$ cat config.mk
export PLATFORM = sky130hd
export DESIGN_NAME = mult_ctrl_regs
export DESIGN_NICKNAME = d
export VERILOG_FILES = /design/src/masked_mult_pkg.sv /design/src/mult_ctrl_regs.sv
export SDC_FILE = /design/constraint.sdc
export NUM_CORES = 1
export LEC_CHECK = 0
export ABC_CLOCK_PERIOD_IN_PS = 4100
export BUFFER_PORTS_ARGS = -buffer_cell sky130_fd_sc_hd__buf_4
export CAP_MARGIN = 20
export CORE_MARGIN = 2
export CORE_UTILIZATION = 45
export DETAILED_ROUTE_END_ITERATION = 10
export GPL_TIMING_DRIVEN = 1
export MAX_ROUTING_LAYER = met4
export PLACE_DENSITY = 0.73
export SETUP_SLACK_MARGIN = 0.05
export SLEW_MARGIN = 20
export SYNTH_ARGS = -nofsm -noshare
export SYNTH_HDL_FRONTEND = slang
export SYNTH_SLANG_ARGS = --single-unit
$ cat constraint.sdc
create_clock -name clk -period 4.1 [get_ports clk]
set_clock_uncertainty 0.2 [all_clocks]
set_input_delay 0.82 -clock clk [delete_from_list [all_inputs] [get_ports clk]]
set_output_delay 0.82 -clock clk [all_outputs]
set_load 0.05 [all_outputs]
$ cat src/masked_mult_pkg.sv
// Masked multiplier configuration
// Pipeline latency, register map and control register fields

package masked_mult_pkg;

    // Cycles from in_valid to out_valid
    localparam int PIPE_LAT = 5;

    // Register port widths
    localparam int REG_ADDR_W = 2;
    localparam int REG_DATA_W = 16;

    // Register map
    localparam logic [REG_ADDR_W-1:0] ADDR_CTRL  = 2'd0;
    localparam logic [REG_ADDR_W-1:0] ADDR_COUNT = 2'd1;

    // Control register fields
    localparam int CTRL_REFRESH_BIT = 0;
    localparam int CTRL_ZEROIZE_BIT = 1;

endpackage

$ cat src/mult_ctrl_regs.sv
// Control and status registers
// Refresh enable, self-clearing zeroize pulse, saturating result counter

`timescale 1ns/100ps

module mult_ctrl_regs (
    input  logic                                   clk,
    input  logic                                   reset_n,
    input  logic                                   reg_wr,
    input  logic [masked_mult_pkg::REG_ADDR_W-1:0] reg_addr,
    input  logic [masked_mult_pkg::REG_DATA_W-1:0] reg_wdata,
    input  logic                                   out_valid,
    output logic [masked_mult_pkg::REG_DATA_W-1:0] reg_rdata,
    output logic                                   refresh_en,
    output logic                                   zeroize
);
    import masked_mult_pkg::*;

    logic                  ctrl_wr;
    logic [REG_DATA_W-1:0] result_count;

    assign ctrl_wr = reg_wr && (reg_addr == ADDR_CTRL);

    always_ff @(posedge clk or negedge reset_n) begin
        if (!reset_n) begin
            refresh_en <= 1'b1;
            zeroize    <= 1'b0;
        end else begin
            if (ctrl_wr)
                refresh_en <= reg_wdata[CTRL_REFRESH_BIT];
            // One-cycle pulse, the bit itself is never stored
            zeroize <= ctrl_wr && reg_wdata[CTRL_ZEROIZE_BIT];
        end
    end

    // Holds at all ones rather than wrapping
    always_ff @(posedge clk or negedge reset_n) begin
        if (!reset_n)
            result_count <= '0;
        else if (zeroize)
            result_count <= '0;
        else if (out_valid && (result_count != '1))
            result_count <= result_count + 1'b1;
    end

    always_comb begin
        reg_rdata = '0;
        case (reg_addr)
            ADDR_CTRL:  reg_rdata[CTRL_REFRESH_BIT] = refresh_en;
            ADDR_COUNT: reg_rdata = result_count;
            default:    reg_rdata = '0;
        endcase
    end

endmodule

# [Word-level counts from Yosys, hierarchy flattened]
# Index checks and enable logic that the tools add are counted.
[word_totals] ff_bits=18 output_inout_bits=18 wordCells=15
[classes] add_sub_neg=1 n_eq_ne=2 n_mux=4 n_reduce_logical=5
[ops] cell="$mux W16" n=2
[ops] cell="$add A16 B1 Y16 const B" n=1
[ops] cell="$ne A16 B16 Y1 const B" n=1
[ops] cell="$mux W15" n=1
[ops] cell="$logic_and A1 B1 Y1" n=3
[ops] cell="$eq A2 B1 Y1 const B" n=1
[ops] cell="$logic_not A2 Y1" n=1
[ops] cell="$pmux W1 S2" n=1
[ops] cell="$reduce_bool A2 Y1" n=1

# [Depth between registers and ports, before layout]
# Gate-level depths: netlist of the first run.
[logic_depth] word_depth=4 ltp_mapped=5

# [Worst setup path after synthesis of the first run]
# No wires, ideal clock.
[synth_timing] kind="input-to-output" start="in reg_addr[0] (netlist bit)" end="out reg_rdata[10] (netlist bit)" arrival_time_ns=1.698 slack_ns=1.382 path_stages=3 n_path_buf=1 path_cell_list="nor2b_1 -> clkbuf_1 -> and2_1"
[synth_between] elab_chain_cells=2
[synth_rtl] element="start, declared" line_no="mult_ctrl_regs.sv:10" text="input logic [masked_mult_pkg::REG_ADDR_W-1:0] reg_addr,"
[synth_rtl] element="$eq A2 B1 Y1" line_no="mult_ctrl_regs.sv:48" text="case (reg_addr)"
[synth_rtl] element="$mux W15" line_no="mult_ctrl_regs.sv:48"
[synth_rtl] element="end, declared" line_no="mult_ctrl_regs.sv:13" text="output logic [masked_mult_pkg::REG_DATA_W-1:0] reg_rdata,"
# Every way passes these cells.

# [Worst setup path in the final report of the first run]
[layout_timing] start="in reg_addr[1] (netlist bit)" end="out reg_rdata[3] (netlist bit)"
# The elaborated chain is that of the path after synthesis.

==> flow_metrics.env, run 1 <==
export IMPL_drt_total_wl_mm=2.583
export IMPL_place_congestion=0.8619
export IMPL_antenna_left=0
export IMPL_synthArstFlopShare_pct=100.0
export IMPL_rsz0062_at_grt="no"
export IMPL_drive_above_1_share_pct=25.00
export IMPL_worstPathArrival_ns=1.99
export IMPL_max_cap_viol_count=0
export IMPL_min_period_ns=3.011
export IMPL_core_sq_um=2432
export IMPL_cts_tree="yes"
export IMPL_pre_cts_slack_ns=1.058
export IMPL_post_drt_wl_per_cell_microns=14.19
export IMPL_setup_tns_ns=0
export IMPL_drtPass1Iterations=4
export IMPL_synth_simple_area_share_pct=36.54
export IMPL_setup_ws_ns=1.089
export IMPL_grt_pass1_vias=1011
export IMPL_clk_pin_slew_ns=0.11
export IMPL_synth_compound_area_share_pct=15.32
export IMPL_cp_start_kind="primary input"
export IMPL_drt_iter0_markers=11
export IMPL_grt_max_degree=19
export IMPL_synth_avg_cell_area_sq_um=9.005
export IMPL_dieArea_sq_um=2960
export IMPL_max_freq_ghz=0.3321
export IMPL_vias=1076
export IMPL_clockBufferDepth=2
export IMPL_rows=18
export IMPL_nNetsFinal=176
export IMPL_ys_types=38
export IMPL_report_final_hold_viol_count=0
export IMPL_fin_util_pct=56.69
export IMPL_track_usage_pct=21.32
export IMPL_clk_insertion_delay_late_ns=0.30
export IMPL_cts_resized=0
export IMPL_cts_hold_buf=0
export IMPL_setup_violations=0
export IMPL_synth_ff_type="dfrtp_1"
export IMPL_syn_nets=150
export IMPL_synth_area_sq_um=1144
export IMPL_crit_path_end_kind="output port"
export IMPL_area_delta_synth_final_pct=20.57
export IMPL_power_density_nw_per_um2=352.7
export IMPL_port_buffers=25
export IMPL_synth_xor_area_share_pct=0.7659
export IMPL_synth_top_family_by_area="simple AND/OR/NAND/NOR gates"
export IMPL_htreeDepth=1
export IMPL_cts_sink_count=18
export IMPL_synth_adder_area_share_pct=1.094
export IMPL_fp_dieH_microns=54.41
export IMPL_tightest_slew_ns=0.8003
export IMPL_synth_warnings=0
export IMPL_use_met2_pct=36.35
export IMPL_p_leak_uw=0.0005828
export IMPL_vdd_ir_drop_max_uv=261.2
export IMPL_drc=0
export IMPL_cts_buffers_inserted=3
export IMPL_hp_class="in -> async"
export IMPL_cts_setup_buffers=0
export IMPL_drv_slew=0
export IMPL_top_usage_layer="met2"
export IMPL_cts_root_buffer="clkbuf_4"
export IMPL_ys_ff_latch=18
export IMPL_viasPerCell=5.912
export IMPL_relSlewSlack_pct=46.53
export IMPL_synthCells=127
export IMPL_num_antenna_cells=0
export IMPL_grt_overflow=0
export IMPL_synth_edf_count=0
export IMPL_synth_area_mux_share_pct=3.720
export IMPL_ys_seq_area_share_pct=39.50
export IMPL_cp_data_required_time_ns=3.08
export IMPL_die_x_microns=54.41
export IMPL_crit_type="in -> out"
export IMPL_use_met1_pct=24.96
export IMPL_fin_crit_sh_pct=73.45
export IMPL_cp_max_fo=15
export IMPL_grt_use_met3_pct=2.459
export IMPL_num_io_pins=40
export IMPL_antenna_found_initial=0
export IMPL_start_util_pct=47.02
export IMPL_grt_pass1_wl_mm=4.422
export IMPL_status="finished, final reports clean"
export IMPL_hpwlAfterDp_mm=1.842
-- cell usage after synthesis (all sizes together), types with 3 or more instances --
cell	count	area share [%]
nor2	8	2.6
o31ai	4	2.6
dfrtp	17	37
a21oi	12	5.3
nand3	5	2.6
and2	15	8.2
o21ai	4	1.8
or4	6	4.3
clkbuf	3	1.1
nor4	5	3.3
inv	5	1.6
or3	5	2.7
nand4	5	4.0
nand2	9	3.0
-- worst paths after layout --
| kind | start | endpoint | slack [ns] | cells after the start |
|---|---|---|---|---|
| worst min-delay path | reset_n | result_count[7] | 0.17 | 1 |
| max in group asynchronous | reset_n | refresh_en | 3.26 | 1 |
| worst max-delay path | reg_addr[1] | reg_rdata[3] | 1.09 | 4 |
| min in group clk | result_count[12] | result_count[12] | 0.37 | 1 |
| worst max register to register | result_count[0] | result_count[14] | 1.92 | 5 |
| worst min register to register | result_count[12] | result_count[12] | 0.37 | 1 |
-- sequential cells by signal, summed over array words and instances (netlist names) --
register      count
refresh_en        1
result_count     16
zeroize           1
-- power breakdown --
part           internal (uW)  switching, uW  total [uW]
Combinational           51.5           83.6         135
Sequential               207           49.7         256
Clock                   37.9           56.9        94.8
Total                    296            190         486
-- critical path, stage by stage --
cell and delay, ns:
buf_4 0.12, nor2b_1 0.62, and2_1 0.24, buf_4 0.20
-- layout by cell type, fill, tap and decap left out, types with 2 or more instances in the layout --
cell type / count
mux2i_1: 2
nand4_1: 4
nand3_1: 4
o31ai_1: 4
or3_1: 5
a21oi_1: 12
inv_1: 5
nand2_1: 9
mux2_2: 2
nor2_1: 8
and3_1: 2
o21ai_0: 4
clkbuf_4: 3
or4_1: 5
a31o_2: 2
and2_1: 15
nor4_1: 4
buf_4: 25
nor3_1: 2
dfrtp_1: 17
-- stage by stage --
| step | area (sq um) | instances | total power (uW) | hold WS (ns) |
|---|---|---|---|---|
| floorplan | 1144 | 127 | 347.9 | 0.3042 |
| finish | 1379 | 182 | 486.3 | 0.1716 |
| CTS | 1379 | 182 | 493.8 | 0.1669 |
| global route | 1379 | 182 | 517.8 | 0.1703 |
| detailed placement | 1353 | 178 | 396.1 | 0.3646 |
| global placement | 1353 | 178 | 391.4 | 0.3516 |
-- cells by family (layout without fill, tap and decap cells) --
group           after synthesis  in the layout
simple gates                 67             67
compound gates               27             27
flops                        18             18
buf+inv                       9             34
mux                           4              4
fa+ha+maj                     1              1
xor+xnor                      1              1
-- area by class of cell --
type	count	area, sq um
clock buffer	4	26.28
fill	254	1054
inverter	5	18.77
multi-input combinational	100	656.9
sequential	18	451.7
tap	30	37.54
timing repair buffer	25	187.7
-- layer usage --
metal  vias up  share of wire (%)
met1       527                 44
met4         0                1.3
met2        15                 52
met5         -                  0
met3         4                2.3
li1        530                  -
Power figures use the tool's default switching activity.
==> run 2: changes to the inputs <==
ABC_CLOCK_PERIOD_IN_PS = 3100   (was 4100)
clock period = 3.1 ns   (was 4.1 ns; I/O delays follow)
==> run 2 against run 1 <==
Final area rose by 0.73%. Combinational power is 35% higher. Non-clock buffer count up 1. Setup slack lost 0.65 ns. Clock power rose by 31%. Global-route usage up 0.79 points. Sequential power grew 34%. Sequential share of layout area is 0.24 points lower. Largest cell class unchanged.
==> flow_metrics.env, run 2 (synthesis results as in run 1) <==
export IMPL_status="finished, final reports clean"
export IMPL_track_usage_pct=22.11
export IMPL_area_delta_synth_final_pct=21.44
export IMPL_max_freq_ghz=0.3761
export IMPL_drt_total_wl_mm=2.738
export IMPL_antenna_left=0
export IMPL_rsz0062_at_grt="no"
export IMPL_cp_max_fo=15
export IMPL_p_leak_uw=0.0005870
export IMPL_post_drt_wl_per_cell_microns=14.96
export IMPL_setup_tns_ns=0
export IMPL_num_io_pins=40
export IMPL_reg_largest_list="result_count (16), refresh_en (1), zeroize (1)"
export IMPL_power_density_nw_per_um2=467.8
export IMPL_vias=1104
export IMPL_place_congestion=0.8698
export IMPL_cts_tree="yes"
export IMPL_cts_setup_buffers=0
export IMPL_htreeDepth=1
export IMPL_worst_path_buf_inv=2
export IMPL_min_path_cells=2
export IMPL_clk_pin_slew_ns=0.10
export IMPL_max_cap_viol_count=0
export IMPL_viasPerCell=6.033
export IMPL_hpwlAfterDp_mm=1.928
export IMPL_p_sw_share_pct=39.55
export IMPL_cp_data_required_time_ns=2.28
export IMPL_min_period_ns=2.659
export IMPL_final_common_cell="buf_4"
export IMPL_rows=18
export IMPL_relSlewSlack_pct=42.79
export IMPL_drtPass1Iterations=4
export IMPL_cts_resized=0
export IMPL_setup_violations=0
export IMPL_worstPathArrival_ns=1.84
export IMPL_seqPwrFrac_pct=52.7
export IMPL_grt_max_degree=19
export IMPL_tightest_slew_ns=0.8564
export IMPL_layout_common_cells="buf_4, dfrtp_1, and2_1"
export IMPL_crit_type="in -> out"
export IMPL_internal_power_uw=392.7
export IMPL_drc=0
export IMPL_antenna_found_initial=0
export IMPL_drive_above_1_share_pct=24.84
export IMPL_dieArea_sq_um=2960
export IMPL_worstPathCellList="buf_4, nor2b_1, and2_1, buf_4"
export IMPL_largest_reg_flops=16
export IMPL_vdd_ir_drop_max_uv=362.7
export IMPL_hp_start="reg_wdata[0]"
export IMPL_die_x_microns=54.41
export IMPL_start_util_pct=47.02
export IMPL_hp_class="in -> reg"
export IMPL_fin_util_pct=57.10
export IMPL_crit_family="simple AND/OR/NAND/NOR gates"
export IMPL_timing_rr_end="result_count[14]"
export IMPL_port_buffers=25
export IMPL_r2r_setup_slack_ns=0.86
export IMPL_p_comb_share_pct=28.1
export IMPL_largest_register="result_count"
export IMPL_fin_cells=183
export IMPL_crit_path_end_kind="output port"
export IMPL_num_antenna_cells=0
export IMPL_fp_dieH_microns=54.41
export IMPL_nNetsFinal=177
export IMPL_cpMostUsedCell="buf_4"
export IMPL_grt_pass1_wl_mm=4.595
export IMPL_slowest_stage="nor2b_1"
export IMPL_cts_root_buffer="clkbuf_4"
export IMPL_startpoint="reg_addr[1]"
export IMPL_min_delay_worst_endpoint="refresh_en"
export IMPL_placed_cells=178
export IMPL_cts_buffers_inserted=3
export IMPL_fin_crit_sh_pct=85.78
export IMPL_cts_sink_count=18
export IMPL_clockBufferDepth=2
export IMPL_p_switching_uw=257.0
export IMPL_clk_insertion_delay_late_ns=0.30
export IMPL_r2r_cells=4
export IMPL_drt_iter0_markers=27
export IMPL_grt_pass1_vias=1024
export IMPL_n_fill_cell=231
export IMPL_report_final_hold_viol_count=0
export IMPL_p_clk_share_pct=19.2
export IMPL_drv_slew=0
export IMPL_core_sq_um=2432
export IMPL_crit_path_max_incr_delay_ns=0.66
export IMPL_cp_start_kind="primary input"
export IMPL_reg2reg_from="result_count[7]"
export IMPL_grt_overflow=0
## run 2: cell types whose count changed in the layout (fill, tap and decap cells not counted)
cell           before  now
dlygate4sd3_1       0    1
## run 2: per-stage QoR
step / worst slack [ns] / total power, uW / hold slack, ns / instance area, sq um
6_report: 0.4409 / 649.6 / 0.3553 / 1389
5_1_grt: 0.3359 / 692.9 / 0.3421 / 1389
4_1_cts: 0.4445 / 655.8 / 0.3450 / 1389
3_5_place_dp: 0.4514 / 528.8 / 0.3066 / 1353
3_3_place_gp: 0.4490 / 518.4 / 0.3035 / 1353
2_1_floorplan: 0.7818 / 460.1 / 0.1244 / 1144
## run 2: power groups by stage
stage	Sequential (uW)	Clock [uW]	Combinational, uW
after global routing	351	140	202
after floorplan	336	0	124
after CTS	341	130	185
after global placement	342	0	177
after detailed placement	345	0	183
final	343	124	182
## run 2: timing repair
| item | CTS | global route |
|---|---|---|
| setup endpoints to repair | 0 | 0 |
| endpoints found under the hold margin | 17 | 0 |
| hold buffers | 1 | 0 |
## run 2: layout make-up
class	count	area [sq um]	area share, %
Timing Repair Buffer	26	197.7	14.23
Clock buffer	4	26.28	1.892
Sequential cell	18	451.7	32.52
Tap cell	30	37.54	2.703
Inverter	5	18.77	1.351
Multi-Input combinational cell	100	656.9	47.30
## run 2: worst max path at each step
stage	end	slack [ns]	cells after the start
5_1_grt	reg_rdata[4]	0.34	4
4_1_cts	reg_rdata[4]	0.44	4
3_5_place_dp	reg_rdata[4]	0.45	4
3_3_place_gp	reg_rdata[15]	0.45	4
2_1_floorplan	reg_rdata[10]	0.78	3
6_report	reg_rdata[4]	0.44	4
## run 2: layer usage
layer	GRT usage (%)	routed length, microns	vias to the layer above
li1	-	-	532
met1	26.52	1177	534
met2	35.94	1398	34
met3	2.459	123	4
met4	12.50	38	0
met5	-	0	-
