**config.mk**
```make
export PLATFORM = sky130hd
export DESIGN_NAME = share_refresh
export DESIGN_NICKNAME = d
export VERILOG_FILES = /design/src/mldsa_params_pkg.sv /design/src/share_refresh.sv
export SDC_FILE = /design/constraint.sdc
export NUM_CORES = 1
export LEC_CHECK = 0
export ABC_AREA = 1
export BUFFER_PORTS_ARGS = -buffer_cell sky130_fd_sc_hd__buf_2
export CORE_MARGIN = 4
export CORE_UTILIZATION = 45
export DETAILED_ROUTE_END_ITERATION = 7
export GPL_ROUTABILITY_DRIVEN = 0
export PLACE_DENSITY = 0.71
export SYNTH_ARGS = -nofsm -noshare
export SYNTH_HDL_FRONTEND = slang
export SYNTH_SLANG_ARGS = --single-unit
export TNS_END_PERCENT = 20
```
**constraint.sdc**
```tcl
create_clock -name clk -period 3.4 [get_ports clk]
set_input_delay 0.17 -clock clk [delete_from_list [all_inputs] [get_ports clk]]
set_output_delay 0.17 -clock clk [all_outputs]
set_load 0.01 [all_outputs]
```
**src/mldsa_params_pkg.sv**
```systemverilog
// ML-DSA arithmetic parameters
// Modulus q, coefficient and product widths, Barrett constants,
// and the modular add and subtract helpers shared by the datapath

package mldsa_params_pkg;

    localparam int COEFF_W = 23;
    localparam int PROD_W  = 46;

    localparam logic [COEFF_W-1:0] MLDSA_Q = 23'd8380417;

    // Barrett reduction, m = floor(2^k / q) with k = PROD_W
    localparam int               BARRETT_K = 46;
    localparam logic [COEFF_W:0] BARRETT_M = 24'd8396807;

    // Operands below q, one conditional correction is enough
    function automatic logic [COEFF_W-1:0] add_mod(input logic [COEFF_W-1:0] x,
                                                   input logic [COEFF_W-1:0] y);
        logic [COEFF_W:0] s;
        s = {1'b0, x} + {1'b0, y};
        if (s >= MLDSA_Q)
            s = s - MLDSA_Q;
        return s[COEFF_W-1:0];
    endfunction

    function automatic logic [COEFF_W-1:0] sub_mod(input logic [COEFF_W-1:0] x,
                                                   input logic [COEFF_W-1:0] y);
        logic [COEFF_W:0] d;
        d = {1'b0, x} - {1'b0, y};
        // Top bit set means the difference went negative
        if (d[COEFF_W])
            d = d + MLDSA_Q;
        return d[COEFF_W-1:0];
    endfunction

endpackage
```
**src/share_refresh.sv**
```systemverilog
// Output share refresh
// Delays the raw refresh mask to meet the domain results, then adds
// it to one share and removes it from the other

`timescale 1ns/100ps

module share_refresh (
    input  logic                                 clk,
    input  logic                                 reset_n,
    input  logic                                 zeroize,
    input  logic                                 refresh_en,
    input  logic                                 d_valid,
    input  logic [mldsa_params_pkg::COEFF_W-1:0] d0,
    input  logic [mldsa_params_pkg::COEFF_W-1:0] d1,
    input  logic [mldsa_params_pkg::COEFF_W-1:0] rnd,
    output logic                                 out_valid,
    output logic [mldsa_params_pkg::COEFF_W-1:0] z0,
    output logic [mldsa_params_pkg::COEFF_W-1:0] z1
);
    import mldsa_params_pkg::*;

    // Mask taken with in_valid, used four cycles later
    logic [COEFF_W-1:0] rnd_dly [4];

    always_ff @(posedge clk or negedge reset_n) begin
        if (!reset_n) begin
            rnd_dly   <= '{default: '0};
            out_valid <= 1'b0;
            z0        <= '0;
            z1        <= '0;
        end else if (zeroize) begin
            rnd_dly   <= '{default: '0};
            out_valid <= 1'b0;
            z0        <= '0;
            z1        <= '0;
        end else begin
            rnd_dly[0] <= rnd;
            rnd_dly[1] <= rnd_dly[0];
            rnd_dly[2] <= rnd_dly[1];
            rnd_dly[3] <= rnd_dly[2];
            out_valid  <= d_valid;
            if (d_valid) begin
                z0 <= refresh_en ? add_mod(d0, rnd_dly[3]) : d0;
                z1 <= refresh_en ? sub_mod(d1, rnd_dly[3]) : d1;
            end
        end
    end

endmodule

```
---- After elaboration in Yosys (flattened, before gate mapping) ----
Index checks and enable logic that the tools add are counted.
operators by class
  magnitude comparators ................... 1
  reduce and logical (&&, ||, !) cells .... 1
  $add $sub $neg .......................... 4
  muxes and demuxes ....................... 10
operators with widths
  cell                                                                  number
  2-to-1 mux 23 bit                                                     8
  2-to-1 mux 92 bit                                                     1
  adder 23 x 23 -> 24 bit                                               1
  greater-or-equal comparator 24 x 23 -> 1 bit (second input constant)  1
  subtractor 23 x 23 -> 24 bit                                          1
  adder 23 bit (second input constant)                                  1
  subtractor 23 bit (second input constant)                             1
  nonzero test 2 bit                                                    1
  2-to-1 mux 1 bit                                                      1
word-level totals
  word-level logic and storage cells ...... 23
  register bits after elaboration ......... 139
  input port bits ......................... 74

---- Depth between registers and ports, before layout ----
Gate-level depths: netlist of run 1.
  depth in word-level cells ............... 6
  mapped depth ............................ 23
  depth with buffers taken out ............ 23

---- Least setup slack after synthesis of run 1 ----
No wires, ideal clock.
  kind .................................... register -> register
  from .................................... register rnd_dly[0] (netlist bit)
  to ...................................... register z1[20] (netlist bit)
  library setup time ...................... 0.116 ns
  buffers on the path ..................... 0
  period minus slack after synthesis ...... 2.544 ns
  data required time ...................... 3.284 ns
  stages on the path, launching flop included .. 20
  arrival ................................. 2.427 ns
  path slack .............................. 0.856 ns
  path through ............................ dfrtp_1 > ha_1 > fa_1 > inv_1 > nand3_1 > nand2_1 > nand3_1 > nand2_1 > xor2_1 > inv_1 > nor2_1 > nand2_1 > nor2_1 > nand3_1 > nand2_1 > nor2_1 > nor2_1 > nand2_1 > nand2_1 > nand2_1
between the ends
  word-level cells in the longest chain between the ends .. 6
RTL lines
  element                           line                    RTL
  start: declaration                share_refresh.sv:23     logic [COEFF_W-1:0] rnd_dly [4];
  subtractor 23 x 23 -> 24 bit (*)  mldsa_params_pkg.sv:29  d = {1'b0, x} - {1'b0, y};
  adder 23 bit                      mldsa_params_pkg.sv:32  d = d + MLDSA_Q;
  2-to-1 mux 23 bit (*)             mldsa_params_pkg.sv:31  if (d[COEFF_W])
  2-to-1 mux 23 bit (*)             share_refresh.sv:44     z1 <= refresh_en ? sub_mod(d1, rnd_dly[3]) : d1;
  2-to-1 mux 23 bit (*)             share_refresh.sv:42     if (d_valid) begin
  2-to-1 mux 23 bit (*)             share_refresh.sv:31     end else if (zeroize) begin
  end signal: assignment            share_refresh.sv:44
  end: declaration                  share_refresh.sv:18     output logic [mldsa_params_pkg::COEFF_W-1:0] z1
Every way passes the cells marked *; elsewhere a longest branch is shown, timed or not. The select of a mux whose other input is x is not followed.
A chain may end at the register's enable or synchronous reset.

---- Worst setup path after layout of run 1 ----
  from .................................... register rnd_dly[2] (netlist bit)
  to ...................................... register z1[21] (netlist bit)
Same word-level chain as after synthesis.

==> metrics.md, run 1 <==
| Metric | Value |
|---|---|
| Synth Cell Area | `roughly 9600 µm²` |
| DRC | `0` |
| Setup repair bufs after CTS | `0` |
| Final Hold Slack | `between 10 and 15 ps` |
| Post-synth EDFFs | `0` |
| M1 WL | `~11000 µm` |
| Core Util, Final | `53.64%` |
| Area leader, netlist | `dfrtp_1` |
| Final net count | `around 1.7k` |
| Share of layout cells above drive strength 1 | `about an eighth` |
| Period utilization | `between 90% and 100%` |
| Slew @ Worst Pin | `about 1200 ps` |
| Die area | `between 20000 and 25000 µm²` |
| Startpoint types | `flop` |
| Congestion Overflow GR | `0` |
| Total iterations of the first detailed-routing run | `5` |
| Die X | `around 150 µm` |
| Clock Sinks | `139` |
| Setup ws final | `approximately 320 ps` |
| Iteration-0 DRC Markers | `approximately 820` |
| Pin count of the biggest net entering global routing | `97` |
| Arr. time, crit path | `3390 ps` |
| Met3 wire len | `between 1000 and 1500 µm` |
| RSZ-0062 raised after global routing | `false` |
| Net Count, Synth | `1564` |
| Standby leakage power | `a little over 6 nW` |
| Final ANT Viol Nets | `0` |
| CTS tree | `built` |
| CTS Buffer Depth | `2` |
| Fmax | `324.3 MHz` |
| Post-Syn Instances | `roughly 1.4k` |
| Vias per inst | `4.870` |
| Drt total wl | `around 24000 µm` |
| Max-slew headroom | `about a fifth` |
| Top Layer Used | `met5` |
| Port Buffers | `120` |
| Yosys Warn Count | `0` |
| Met2 WL | `around 12000 µm` |
| Top cells by area, synth | `dfrtp_1 36%, nand2_1 16%, inv_1 9.5%` |
| Crit path kind | `flop to flop` |
| Main synth FF type | `dfrtp_1` |
| Maxcap violations | `0` |
| Post-DP HPWL | `between 15000 and 20000 µm` |
| Crit Path Max Fanout | `9` |
| Gr usage total | `~21%` |
| Synth-to-layout area growth | `17.52%` |
| Routed wire length per instance | `13.01 µm` |
| # diodes | `0` |
| Count leader, synth | `nand2_1` |
| Post-Place Worst Slack | `313.3 ps` |
| Post-synthesis average cell area | `around 6.6 µm²` |
| Row count | `between 50 and 60` |
| Number of global-route vias before repair | `approximately 8.4k` |
| Share of the synthesized area in the top cell type | `36.37%` |
| Die height | `roughly 150 µm` |
| Final critical-path required period | `3084 ps` |
| Core Area | `around 21000 µm²` |
| Final Setup Violations | `0` |
| Flops & latches, synth | `between 100 and 150` |
| Clock Skew | `approximately 13 ps` |
| Root buffer cell | `clkbuf_16` |
| First-pass GRT wire length | `between 40000 and 50000 µm` |
| Initial Util | `a little under half` |
| Worst path required time | `3710 ps` |
| Status | `finished, final reports clean` |
| Cell Area, Placed | `10420 µm²` |
| Hold Crit Class | `input pin to flop` |
| DR vias | `a little over 9k` |
| Pwr dens | `397.1 nW/µm²` |
| Pins Over Slew Limit | `0` |
| Post-synth ARST share | `100.0%` |
| Non-Filler Instances | `1862` |
| DP Cell Count | `approximately 1.8k` |
| Initial antenna violation count | `1` |
| Num CTS Buffers | `17` |
| Setup_tns | `0 ps` |
| VDD IR-drop max | `0.2927 mV` |
| Reg clk slew, reported paths | `approximately 60 ps` |
| Io pins | `between 100 and 150` |
| Final Cell Area | `~11000 µm²` |
| Seq/Total Area, Yosys | `around 36%` |
| Tot Pwr | `4.463 mW` |
| Hold Vio Cnt, Final | `0` |
| Latest clock arrival within the worst-skew pair | `around 420 ps` |
| H-tree depth | `4` |
| Worst setup EP type | `flop` |
| Cell variety after synth | `42` |
| Top post-synthesis cells by count | `418 x nand2_1, 241 x inv_1, 225 x nor2_1` |
worst max-delay path: stages, from the launching register on:
cell,delay (ps)
dfrtp_1,350
inv_1,50
ha_1,350
a21oi_1,210
nand2_1,170
nand2_1,90
nand2_1,100
nand3_1,100
nand2_1,100
nand2_1,110
nand2_1,80
a21oi_2,440
inv_2,210
nor2_2,250
nand2_1,80
nand2_1,60
nand3_1,70
nand2_1,110
nand2_1,60
layout make-up:
cell class                 instances  area (µm²)
fill                            2098        9716
multi-input combinational       1019        5009
sequential                       139        3478
inverter                         248       930.9
timing repair buffer             150       904.6
clock buffer                      18       429.2
tap                              275       344.1
clock inverter                    13       143.9
per-layer routing:
layer  global-route usage, %  vias up
li1                        -     4707
met1                   26.32     4049
met2                   34.64      254
met3                   3.884       56
met4                   8.789        2
met5                       0        -
cells in the final DEF, fill, tap and decap left out, types with 3 or more instances in the layout:
| cell | Yosys | routed |
|---|---|---|
| xor2_1 | 12 | 12 |
| nor2_4 | 2 | 3 |
| ha_1 | 49 | 49 |
| inv_6 | 0 | 3 |
| nand4_1 | 16 | 16 |
| dfrtp_1 | 139 | 139 |
| nand3b_1 | 7 | 7 |
| inv_1 | 241 | 241 |
| o21ai_0 | 42 | 42 |
| a21oi_1 | 54 | 54 |
| nor2_1 | 225 | 224 |
| clkinvlp_4 | 0 | 4 |
| inv_2 | 6 | 6 |
| nand3_1 | 100 | 100 |
| nor2_2 | 8 | 8 |
| a21oi_2 | 3 | 3 |
| nor3_1 | 14 | 14 |
| buf_4 | 1 | 5 |
| nand3_2 | 5 | 5 |
| buf_2 | 4 | 119 |
| clkbuf_16 | 0 | 17 |
| a21o_1 | 3 | 3 |
| nand2_2 | 15 | 15 |
| o21ai_1 | 6 | 6 |
| nand2_1 | 418 | 418 |
| xnor2_1 | 10 | 10 |
| dlygate4sd3_1 | 0 | 24 |
| o211ai_1 | 10 | 10 |
flip-flops by register name (all words and copies together), names as in the netlist:
register	cells
rnd_dly	92
out_valid	1
z1	23
z0	23
kinds of logic (layout without fill, tap and decap cells):
group                    after synthesis  count (layout)  synth area share, %
AND/OR/NAND/NOR                      819             819                35.83
buffers and inverters                281             429                11.43
flip-flops                           139             139                36.37
AO/OA/AOI/OAI                        126             126                7.352
adder cells (fa/ha/maj)               51              51                6.829
XOR/XNOR                              23              23                2.185
report_power, final:
group / switching, mW / internal, mW
clock network: 0.751 / 1.08
registers: 0.0347 / 1.73
logic: 0.562 / 0.303
path summary, 6_finish.rpt:
path / end / start / depth (start not counted) / slack [ps]
setup / recovery: z1[21] / rnd_dly[2] / 18 / 320
hold / removal: z1[3] / d1[3] / 3 / 10
setup reg to reg: z1[21] / rnd_dly[2] / 18 / 320
hold reg to reg: rnd_dly[18] / rnd_dly[41] / 2 / 450
max in group asynchronous: z0[17] / reset_n / 3 / 2320
min in group asynchronous: out_valid / reset_n / 2 / 220
timing repair:
item / 4_1_cts / 5_1_grt
hold buffers: 24 / 0
resized for setup: 0 / 1
endpoints found under the setup margin: 0 / 17
hold endpoints to repair: 66 / 0
Power figures use the tool's default switching activity.
==> run 2: changes to the inputs <==
--- a/config.mk
+++ b/config.mk
@@ -11,6 +11,8 @@
 export CORE_UTILIZATION = 45
 export DETAILED_ROUTE_END_ITERATION = 7
 export GPL_ROUTABILITY_DRIVEN = 0
+export HOLD_SLACK_MARGIN = 0.06
+export MAX_ROUTING_LAYER = met4
 export PLACE_DENSITY = 0.71
 export SYNTH_ARGS = -nofsm -noshare
 export SYNTH_HDL_FRONTEND = slang
==> run 2 against run 1 <==
Net effect: first-iteration DRC count down 15%; count of clock-buffer cells in the layout unchanged; cell count grew 0.64%; critical path depth grew 1; cell area is 1.0% higher; utilization is 0.54 points higher; via count is 0.69% higher; sequential share of layout area shrank 0.31 points; highest routed layer is now met4.
==> metrics.md, run 2 (synthesis results as in run 1) <==
| Metric | Value |
|---|---|
| Num CTS Buffers | `17 (unchanged)` |
| Setup_tns | `0 ps (unchanged)` |
| Reg2reg start | `rnd_dly[2]` |
| Initial Util | `45.64% (unchanged)` |
| Number of global-route vias before repair | `8421 (+0.35%)` |
| Synth-to-layout area growth | `18.69%` |
| Arr. time, crit path | `3440 ps (+50 ps)` |
| Congestion Overflow GR | `0 (unchanged)` |
| Initial antenna violation count | `1 (unchanged)` |
| Post-Place Worst Slack | `313.3 ps (unchanged)` |
| CP max stage cell | `dlygate4sd3_1` |
| Status | `finished, final reports clean` |
| Final Cell Area | `11350 µm² (+1.0%)` |
| Iteration-0 DRC Markers | `704 (-15%)` |
| Most flops, register | `rnd_dly` |
| Die area | `23650 µm² (unchanged)` |
| Crit path kind | `input pin to flop` |
| CTS tree | `built` |
| Crit path largest cell delay | `540 ps (+100 ps)` |
| Worst reg-to-reg setup slack | `330 ps (about the same)` |
| Vias per inst | `4.872 (about the same)` |
| DP Cell Count | `1807 (unchanged)` |
| CTS Buffer Depth | `2 (unchanged)` |
| Non-Filler Instances | `1874 (+0.64%)` |
| Startpoint types | `input pin` |
| Worst path required time | `3710 ps (about the same)` |
| Reg-to-Reg End | `z1[21]` |
| Biggest regs | `rnd_dly: 92 flops, z0: 23 flops, z1: 23 flops` |
| Crit-path most repeated cell | `nand2_1` |
| VDD IR-drop max | `0.2928 mV (about the same)` |
| Final Setup Violations | `0 (unchanged)` |
| Root buffer cell | `clkbuf_16` |
| Fmax | `319.4 MHz (-1.5%)` |
| Core Area | `20960 µm² (unchanged)` |
| Most frequent cells in the layout | `418 x nand2_1, 241 x inv_1, 224 x nor2_1, 139 x dfrtp_1, 119 x buf_2` |
| Max-slew headroom | `21.36% (+0.37 points)` |
| RSZ-0062 raised after global routing | `false` |
| Hold Crit Class | `input pin to flop` |
| Worst Path Buf+Inv | `3 (+1)` |
| Io pins | `121 (unchanged)` |
| Fill cell count | `2089 (-0.43%)` |
| Final critical-path required period | `3131 ps (+47.36 ps)` |
| Drt total wl | `24290 µm (+0.30%)` |
| Setup ws final | `269.1 ps (-47.36 ps)` |
| Worst path depth | `19 (+1)` |
| Total iterations of the first detailed-routing run | `5 (unchanged)` |
| DR vias | `9131 (+0.69%)` |
| R2R cell count | `18 (unchanged)` |
| Final net count | `1711 (+0.65%)` |
| Largest register FFs | `92 (unchanged)` |
| Post-DP HPWL | `18400 µm (unchanged)` |
| H-tree depth | `4 (unchanged)` |
| Maxcap violations | `0 (unchanged)` |
| Period utilization | `92.09% (+1.4 points)` |
| Share of layout cells above drive strength 1 | `12.70% (-0.088 points)` |
| Standby leakage power | `6.237 nW (+0.74%)` |
| Crit Path Max Fanout | `9 (unchanged)` |
| Hold Vio Cnt, Final | `0 (unchanged)` |
| Slew @ Worst Pin | `1178 ps (-5.562 ps)` |
| Pins Over Slew Limit | `0 (unchanged)` |
| Reg clk slew, reported paths | `70 ps (about the same)` |
| Latest clock arrival within the worst-skew pair | `420 ps (about the same)` |
| Pwr dens | `394.0 nW/µm² (-0.79%)` |
| Cell Area, Placed | `10420 µm² (unchanged)` |
| Critical Path Sink | `z1[21]` |
| Worst setup EP type | `flop` |
| Port Buffers | `120 (unchanged)` |
| First-pass GRT wire length | `40320 µm (+0.38%)` |
| Clock Skew | `13.75 ps (+0.9564 ps)` |
| Setup repair bufs after CTS | `0 (unchanged)` |
| Worst setup startpoint | `d1[2]` |
| Die height | `153.8 µm (unchanged)` |
| Routed wire length per instance | `12.96 µm (-0.34%)` |
| Gr usage total | `21.39% (+0.70 points)` |
| Cell family with most CP delay | `simple AND/OR/NAND/NOR gates` |
| Critical-path cell list | `dlygate4sd3_1 > buf_2 > ha_1 > a21oi_1 > nand2_1 > nand2_1 > nand2_1 > nand3_1 > nand2_1 > nand2_1 > nand2_1 > a21oi_2 > inv_2 > nor2_2 > nand2_1 > nand2_1 > nand3_1 > nand2_1 > nand2_1` |
| DRC | `0 (unchanged)` |
| Row count | `53 (unchanged)` |
| Clock Sinks | `139 (unchanged)` |
| Die X | `153.8 µm (unchanged)` |
| Pin count of the biggest net entering global routing | `97 (unchanged)` |
| Final ANT Viol Nets | `0 (unchanged)` |
| Most common cell after layout, fill and taps aside | `nand2_1` |
==> run 2: how the worst min path moves through the flow <==
| stage | from | endpoint | slack (ps) | depth (start not counted) |
|---|---|---|---|---|
| floorplan | reset_n | out_valid | -130 | 0 |
| global placement | reset_n | out_valid | 110 | 1 |
| detailed placement | reset_n | out_valid | 110 | 1 |
| CTS | d0[0] | z0[0] | 80 | 5 |
| global route | d1[7] | z1[7] | 110 | 3 |
| finish | d0[0] | z0[0] | 100 | 5 |
==> run 2: area by class of cell <==
| type | instances | area (µm²) | share of cell area, % |
|---|---|---|---|
| antenna | 1 | 2.502 | 0.02204 |
| clock buffer | 18 | 429.2 | 3.780 |
| clock inverter | 13 | 143.9 | 1.268 |
| inverter | 248 | 930.9 | 8.200 |
| multi-input combinational | 1019 | 5009 | 44.12 |
| sequential | 139 | 3478 | 30.64 |
| tap | 275 | 344.1 | 3.031 |
| timing repair buffer | 161 | 1015 | 8.939 |
==> run 2: power by group <==
group	leakage, nW	switching, mW	internal, mW
Clock	0.269	0.749	1.08
Sequential	1.86	0.0350	1.73
Combinational	4.11	0.564	0.311
==> run 2: per-layer routing <==
metal  vias to the layer above  global-route usage, %  share of wire (%)
li1                       4725                      -                  -
met5                         -                      -                  0
met4                         0                  8.873                3.4
met3                        65                  3.856                5.5
met1                      4079                  26.40                 43
met2                       262                  34.80                 48
==> run 2: what timing repair did <==
action	CTS	global route
hold buffers	35	0
gates resized for setup	0	1
hold endpoints to repair	77	0
endpoints found under the setup margin	0	17
==> run 2: worst register-to-register path, cell delays in order, from the launching register on <==
cell and delay, ps:
dfrtp_1 350, inv_1 50, ha_1 350, a21oi_1 210
nand2_1 170, nand2_1 90, nand2_1 100, nand3_1 90
nand2_1 100, nand2_1 110, nand2_1 80, a21oi_2 430
inv_2 210, nor2_2 250, nand2_1 80, nand2_1 60
nand3_1 70, nand2_1 110, nand2_1 60
==> run 2: per-stage QoR <==
step	utilization [%]	hold slack, ps	total power, mW
2_1_floorplan	-	-125.6	2.360
3_3_place_gp	49.71	107.8	2.624
3_5_place_dp	49.71	114.0	2.636
4_1_cts	54.12	83.41	4.508
5_1_grt	54.17	112.6	4.712
6_report	54.17	99.88	4.472
==> run 3: changes to the inputs <==
--- a/config.mk
+++ b/config.mk
@@ -5,10 +5,10 @@
 export SDC_FILE = /design/constraint.sdc
 export NUM_CORES = 1
 export LEC_CHECK = 0
-export ABC_AREA = 1
 export BUFFER_PORTS_ARGS = -buffer_cell sky130_fd_sc_hd__buf_2
 export CORE_MARGIN = 4
 export CORE_UTILIZATION = 45
+export CTS_BUF_LIST = sky130_fd_sc_hd__clkbuf_8
 export DETAILED_ROUTE_END_ITERATION = 7
 export GPL_ROUTABILITY_DRIVEN = 0
 export HOLD_SLACK_MARGIN = 0.06
==> run 3 against run 2 <==
Net effect: the run now ends with negative setup slack left; area after synthesis is 11% lower; global-route usage is 1.5 points higher; register-to-register slack worse by 510 ps; worst hold slack worse by 29 ps; fmax is 12% lower; die area is 10% lower; via count is 13% lower; highest routed layer unchanged; critical path depth is 5 lower; flip-flop and latch count stayed put; total power is 8.5% lower; sequential share of layout area is 0.90 points lower.
==> metrics.md, run 3 <==
| Metric | Value |
|---|---|
| H-tree depth | `4 (unchanged)` |
| Maxcap violations | `0 (unchanged)` |
| Clock power frac | `33.4% (-7.5 points)` |
| Most common cell after layout, fill and taps aside | `dfrtp_1` |
| VDD IR-drop max | `0.4849 mV (+66%)` |
| Top cells by area, synth | `dfrtp_1 41%, ha_1 7.2%, nor2b_1 7.1%` |
| Net Count, Synth | `1024 (-35%)` |
| Post-DP HPWL | `17300 µm (-6.0%)` |
| Worst setup startpoint | `rnd_dly[0]` |
| Worst path required time | `3740 ps (+30 ps)` |
| Main synth FF type | `dfrtp_1` |
| Vias per inst | `5.493 (+13%)` |
| Drt total wl | `24520 µm (+0.93%)` |
| Fmax | `279.5 MHz (-12%)` |
| Reg clk slew, reported paths | `100 ps (+30 ps)` |
| Final Setup Violations | `21 (+21)` |
| Total iterations of the first detailed-routing run | `6 (+1)` |
| Fill cell count | `1482 (-29%)` |
| Crit Path Max Fanout | `8 (-1)` |
| Gate power share | `23.4% (+3.8 points)` |
| Count leader, synth | `dfrtp_1` |
| Largest register FFs | `92 (unchanged)` |
| Clock Skew | `18.01 ps (+4.264 ps)` |
| Post-Syn Instances | `899 (-38%)` |
| Synth-to-layout area growth | `36.70%` |
| Hold Crit Class | `input pin to flop` |
| Cell Area, Placed | `10230 µm² (-1.8%)` |
| Critical-path cell list | `ha_2 > buf_4 > a21o_1 > a21oi_1 > xor2_1 > nand3_1 > or3b_4 > or2_1 > a31o_1 > o2111ai_4 > buf_12 > a21oi_1 > xor2_1 > o21ai_1` |
| Final critical-path required period | `3578 ps (+447.1 ps)` |
| Number of global-route vias before repair | `7655 (-9.1%)` |
| Final Cell Area | `11700 µm² (+3.0%)` |
| Die area | `21290 µm² (-10%)` |
| Initial antenna violation count | `2 (+1)` |
| Status | `complete, but fails checks` |
| Standby leakage power | `5.344 nW (-14%)` |
| Pins Over Slew Limit | `0 (unchanged)` |
| CP max stage cell | `dfrtp_1` |
| Reg2reg start | `rnd_dly[0]` |
| Seq/Total Area, Yosys | `40.65% (+4.3 points)` |
| Startpoint types | `flop` |
| RSZ-0062 raised after global routing | `true` |
| Most flops, register | `rnd_dly` |
| DRC | `0 (unchanged)` |
| Clock Sinks | `139 (unchanged)` |
| Die X | `145.9 µm (-5.1%)` |
| CTS Buffer Depth | `2 (unchanged)` |
| Multi-input gate area | `5055 µm² (+0.92%)` |
| Post-Place Worst Slack | `-181.3 ps (-494.6 ps)` |
| First-pass GRT wire length | `38270 µm (-5.1%)` |
| Area leader, netlist | `dfrtp_1` |
| Row count | `50 (-5.7%)` |
| Gr usage total | `22.85% (+1.5 points)` |
| Post-synth EDFFs | `0 (unchanged)` |
| Violated checks | `negative setup slack` |
| Worst setup EP type | `flop` |
| Seq pwr share | `43.1% (+3.6 points)` |
| Top post-synthesis cells by count | `139 x dfrtp_1, 97 x nor2b_1, 56 x nand2_1` |
| Biggest regs | `rnd_dly: 92 flops, z0: 23 flops, z1: 23 flops` |
| Net Sw Power | `1.355 mW (+0.51%)` |
| Core Area | `18710 µm² (-11%)` |
| Slew @ Worst Pin | `984.6 ps (-193.6 ps)` |
| Congestion Overflow GR | `0 (unchanged)` |
| Latest clock arrival within the worst-skew pair | `470 ps (+50 ps)` |
| Post-synth ARST share | `100.0% (unchanged)` |
| Die height | `145.9 µm (-5.1%)` |
| Initial Util | `45.75% (+0.10 points)` |
| Io pins | `121 (unchanged)` |
| Synth Cell Area | `8557 µm² (-11%)` |
| Crit path largest cell delay | `410 ps (-130 ps)` |
| Final net count | `1321 (-23%)` |
| Sw Ratio | `33.11% (+3.0 points)` |
| Iteration-0 DRC Markers | `601 (-15%)` |
| Share of layout cells above drive strength 1 | `30.19% (+17 points)` |
| Flops & latches, synth | `139 (unchanged)` |
| Hold Vio Cnt, Final | `0 (unchanged)` |
| DR vias | `7937 (-13%)` |
| Design internal power | `2.737 mW (-12%)` |
| Pin count of the biggest net entering global routing | `112 (+15%)` |
| Final ANT Viol Nets | `0 (unchanged)` |
| Reg area | `3478 µm² (unchanged)` |
| Routed wire length per instance | `16.97 µm (+31%)` |
| Hold_sp | `d1[18]` |
| CTS tree | `built` |
| Max-slew headroom | `34.36% (+13 points)` |
| Crit path kind | `flop to flop` |
| Most frequent cells in the layout | `139 x dfrtp_1, 130 x buf_4, 119 x buf_2, 96 x nor2b_1, 62 x dlygate4sd3_1` |
| Root buffer cell | `clkbuf_8` |
| Pwr dens | `349.8 nW/µm² (-11%)` |
| Arr. time, crit path | `3920 ps (+480 ps)` |
| Setup ws final | `-178.0 ps (-447.1 ps)` |
| Period utilization | `105.2% (+13 points)` |
| Cell variety after synth | `81 (+93%)` |
| Num CTS Buffers | `17 (unchanged)` |
| Port Buffers | `120 (unchanged)` |
| Share of the synthesized area in the top cell type | `40.65% (+4.3 points)` |
| Post-synthesis average cell area | `9.518 µm² (+43%)` |
| Yosys Warn Count | `0 (unchanged)` |
-- run 3: cell count changes after synthesis, moves of 32 or more --
cell	change
nor2_1	-175
inv_1	-200
xnor2_1	+32
nand2_1	-362
nor2b_1	+97
nand3_1	-83
-- run 3: path summary, 6_finish.rpt --
check / cells past startpoint / slack (ps) / endpoint
max: 14 / -180 / z0[4]
min: 3 / 70 / z1[18]
max reg2reg: 14 / -180 / z0[4]
min reg2reg: 1 / 450 / rnd_dly[0]
max in group asynchronous: 3 / 2170 / z1[0]
min in group asynchronous: 2 / 340 / z0[15]
-- run 3: cells by family (layout without fill, tap and decap cells) --
| logic type | after synthesis | in the layout | synth area share, % |
|---|---|---|---|
| buf+inv | 81 | 391 | 3.743 |
| flops | 139 | 139 | 40.65 |
| mux | 6 | 6 | 0.7019 |
| simple gates | 289 | 289 | 18.23 |
| other cells | 0 | 2 | 0 |
| fa+ha+maj | 51 | 51 | 7.633 |
| xor+xnor | 71 | 71 | 7.443 |
| compound gates | 262 | 262 | 21.60 |
-- run 3: per-layer routing --
layer	vias up	track usage (%)	share of wire [%]
li1	3813	-	-
met1	3770	28.39	41
met2	300	36.64	48
met3	54	5.637	7.1
met4	0	7.740	3.3
met5	-	-	0
-- run 3: area by class of cell --
type / count / share of cell area, %
clock inverters: 15 / 1.508
repair buffers: 318 / 19.68
diodes: 2 / 0.04279
clock buffers: 17 / 2.000
inverters: 41 / 1.316
well taps: 234 / 2.503
flip-flops and latches: 139 / 29.74
multi-input cells: 679 / 43.21
-- run 3: critical path: cells and delay by family, from the launching register on --
family | cells | cell delay (ps)
xor gates and xnor gates | 2 | 510
DFF | 1 | 410
buffers and inverters | 2 | 310
AOI/OAI and AO/OA | 6 | 1230
adders and majority gates | 1 | 200
and+or+nand+nor | 3 | 790
-- run 3: per-stage QoR --
step	setup TNS (ps)	std cells	power, mW	hold slack [ps]	utilization [%]
4_1_cts	-212.4	1429	4.068	62.45	60.65
3_5_place_dp	-875.1	1333	2.648	355.4	54.70
5_1_grt	-6514	1445	4.301	60.67	62.54
2_1_floorplan	0	899	2.280	-125.6	-
6_report	-2377	1445	4.092	70.79	62.54
3_3_place_gp	-170.7	1333	2.631	353.3	54.70
-- run 3: timing repair --
action,in CTS,in global routing
endpoints found under the hold margin,171,0
buffers inserted,2,13
gates cloned,0,1
resized for setup,13,48
setup endpoints to repair,24,33
hold buffers,62,0
pin swaps,4,43
-- run 3: power by group through the flow --
stage          logic (mW)  registers (mW)  clock network (mW)
2_1_floorplan       0.469            1.81                   0
3_3_place_gp        0.837            1.79                   0
3_5_place_dp        0.852            1.80                   0
4_1_cts             0.918            1.76                1.39
5_1_grt              1.05            1.77                1.47
6_report            0.959            1.76                1.37
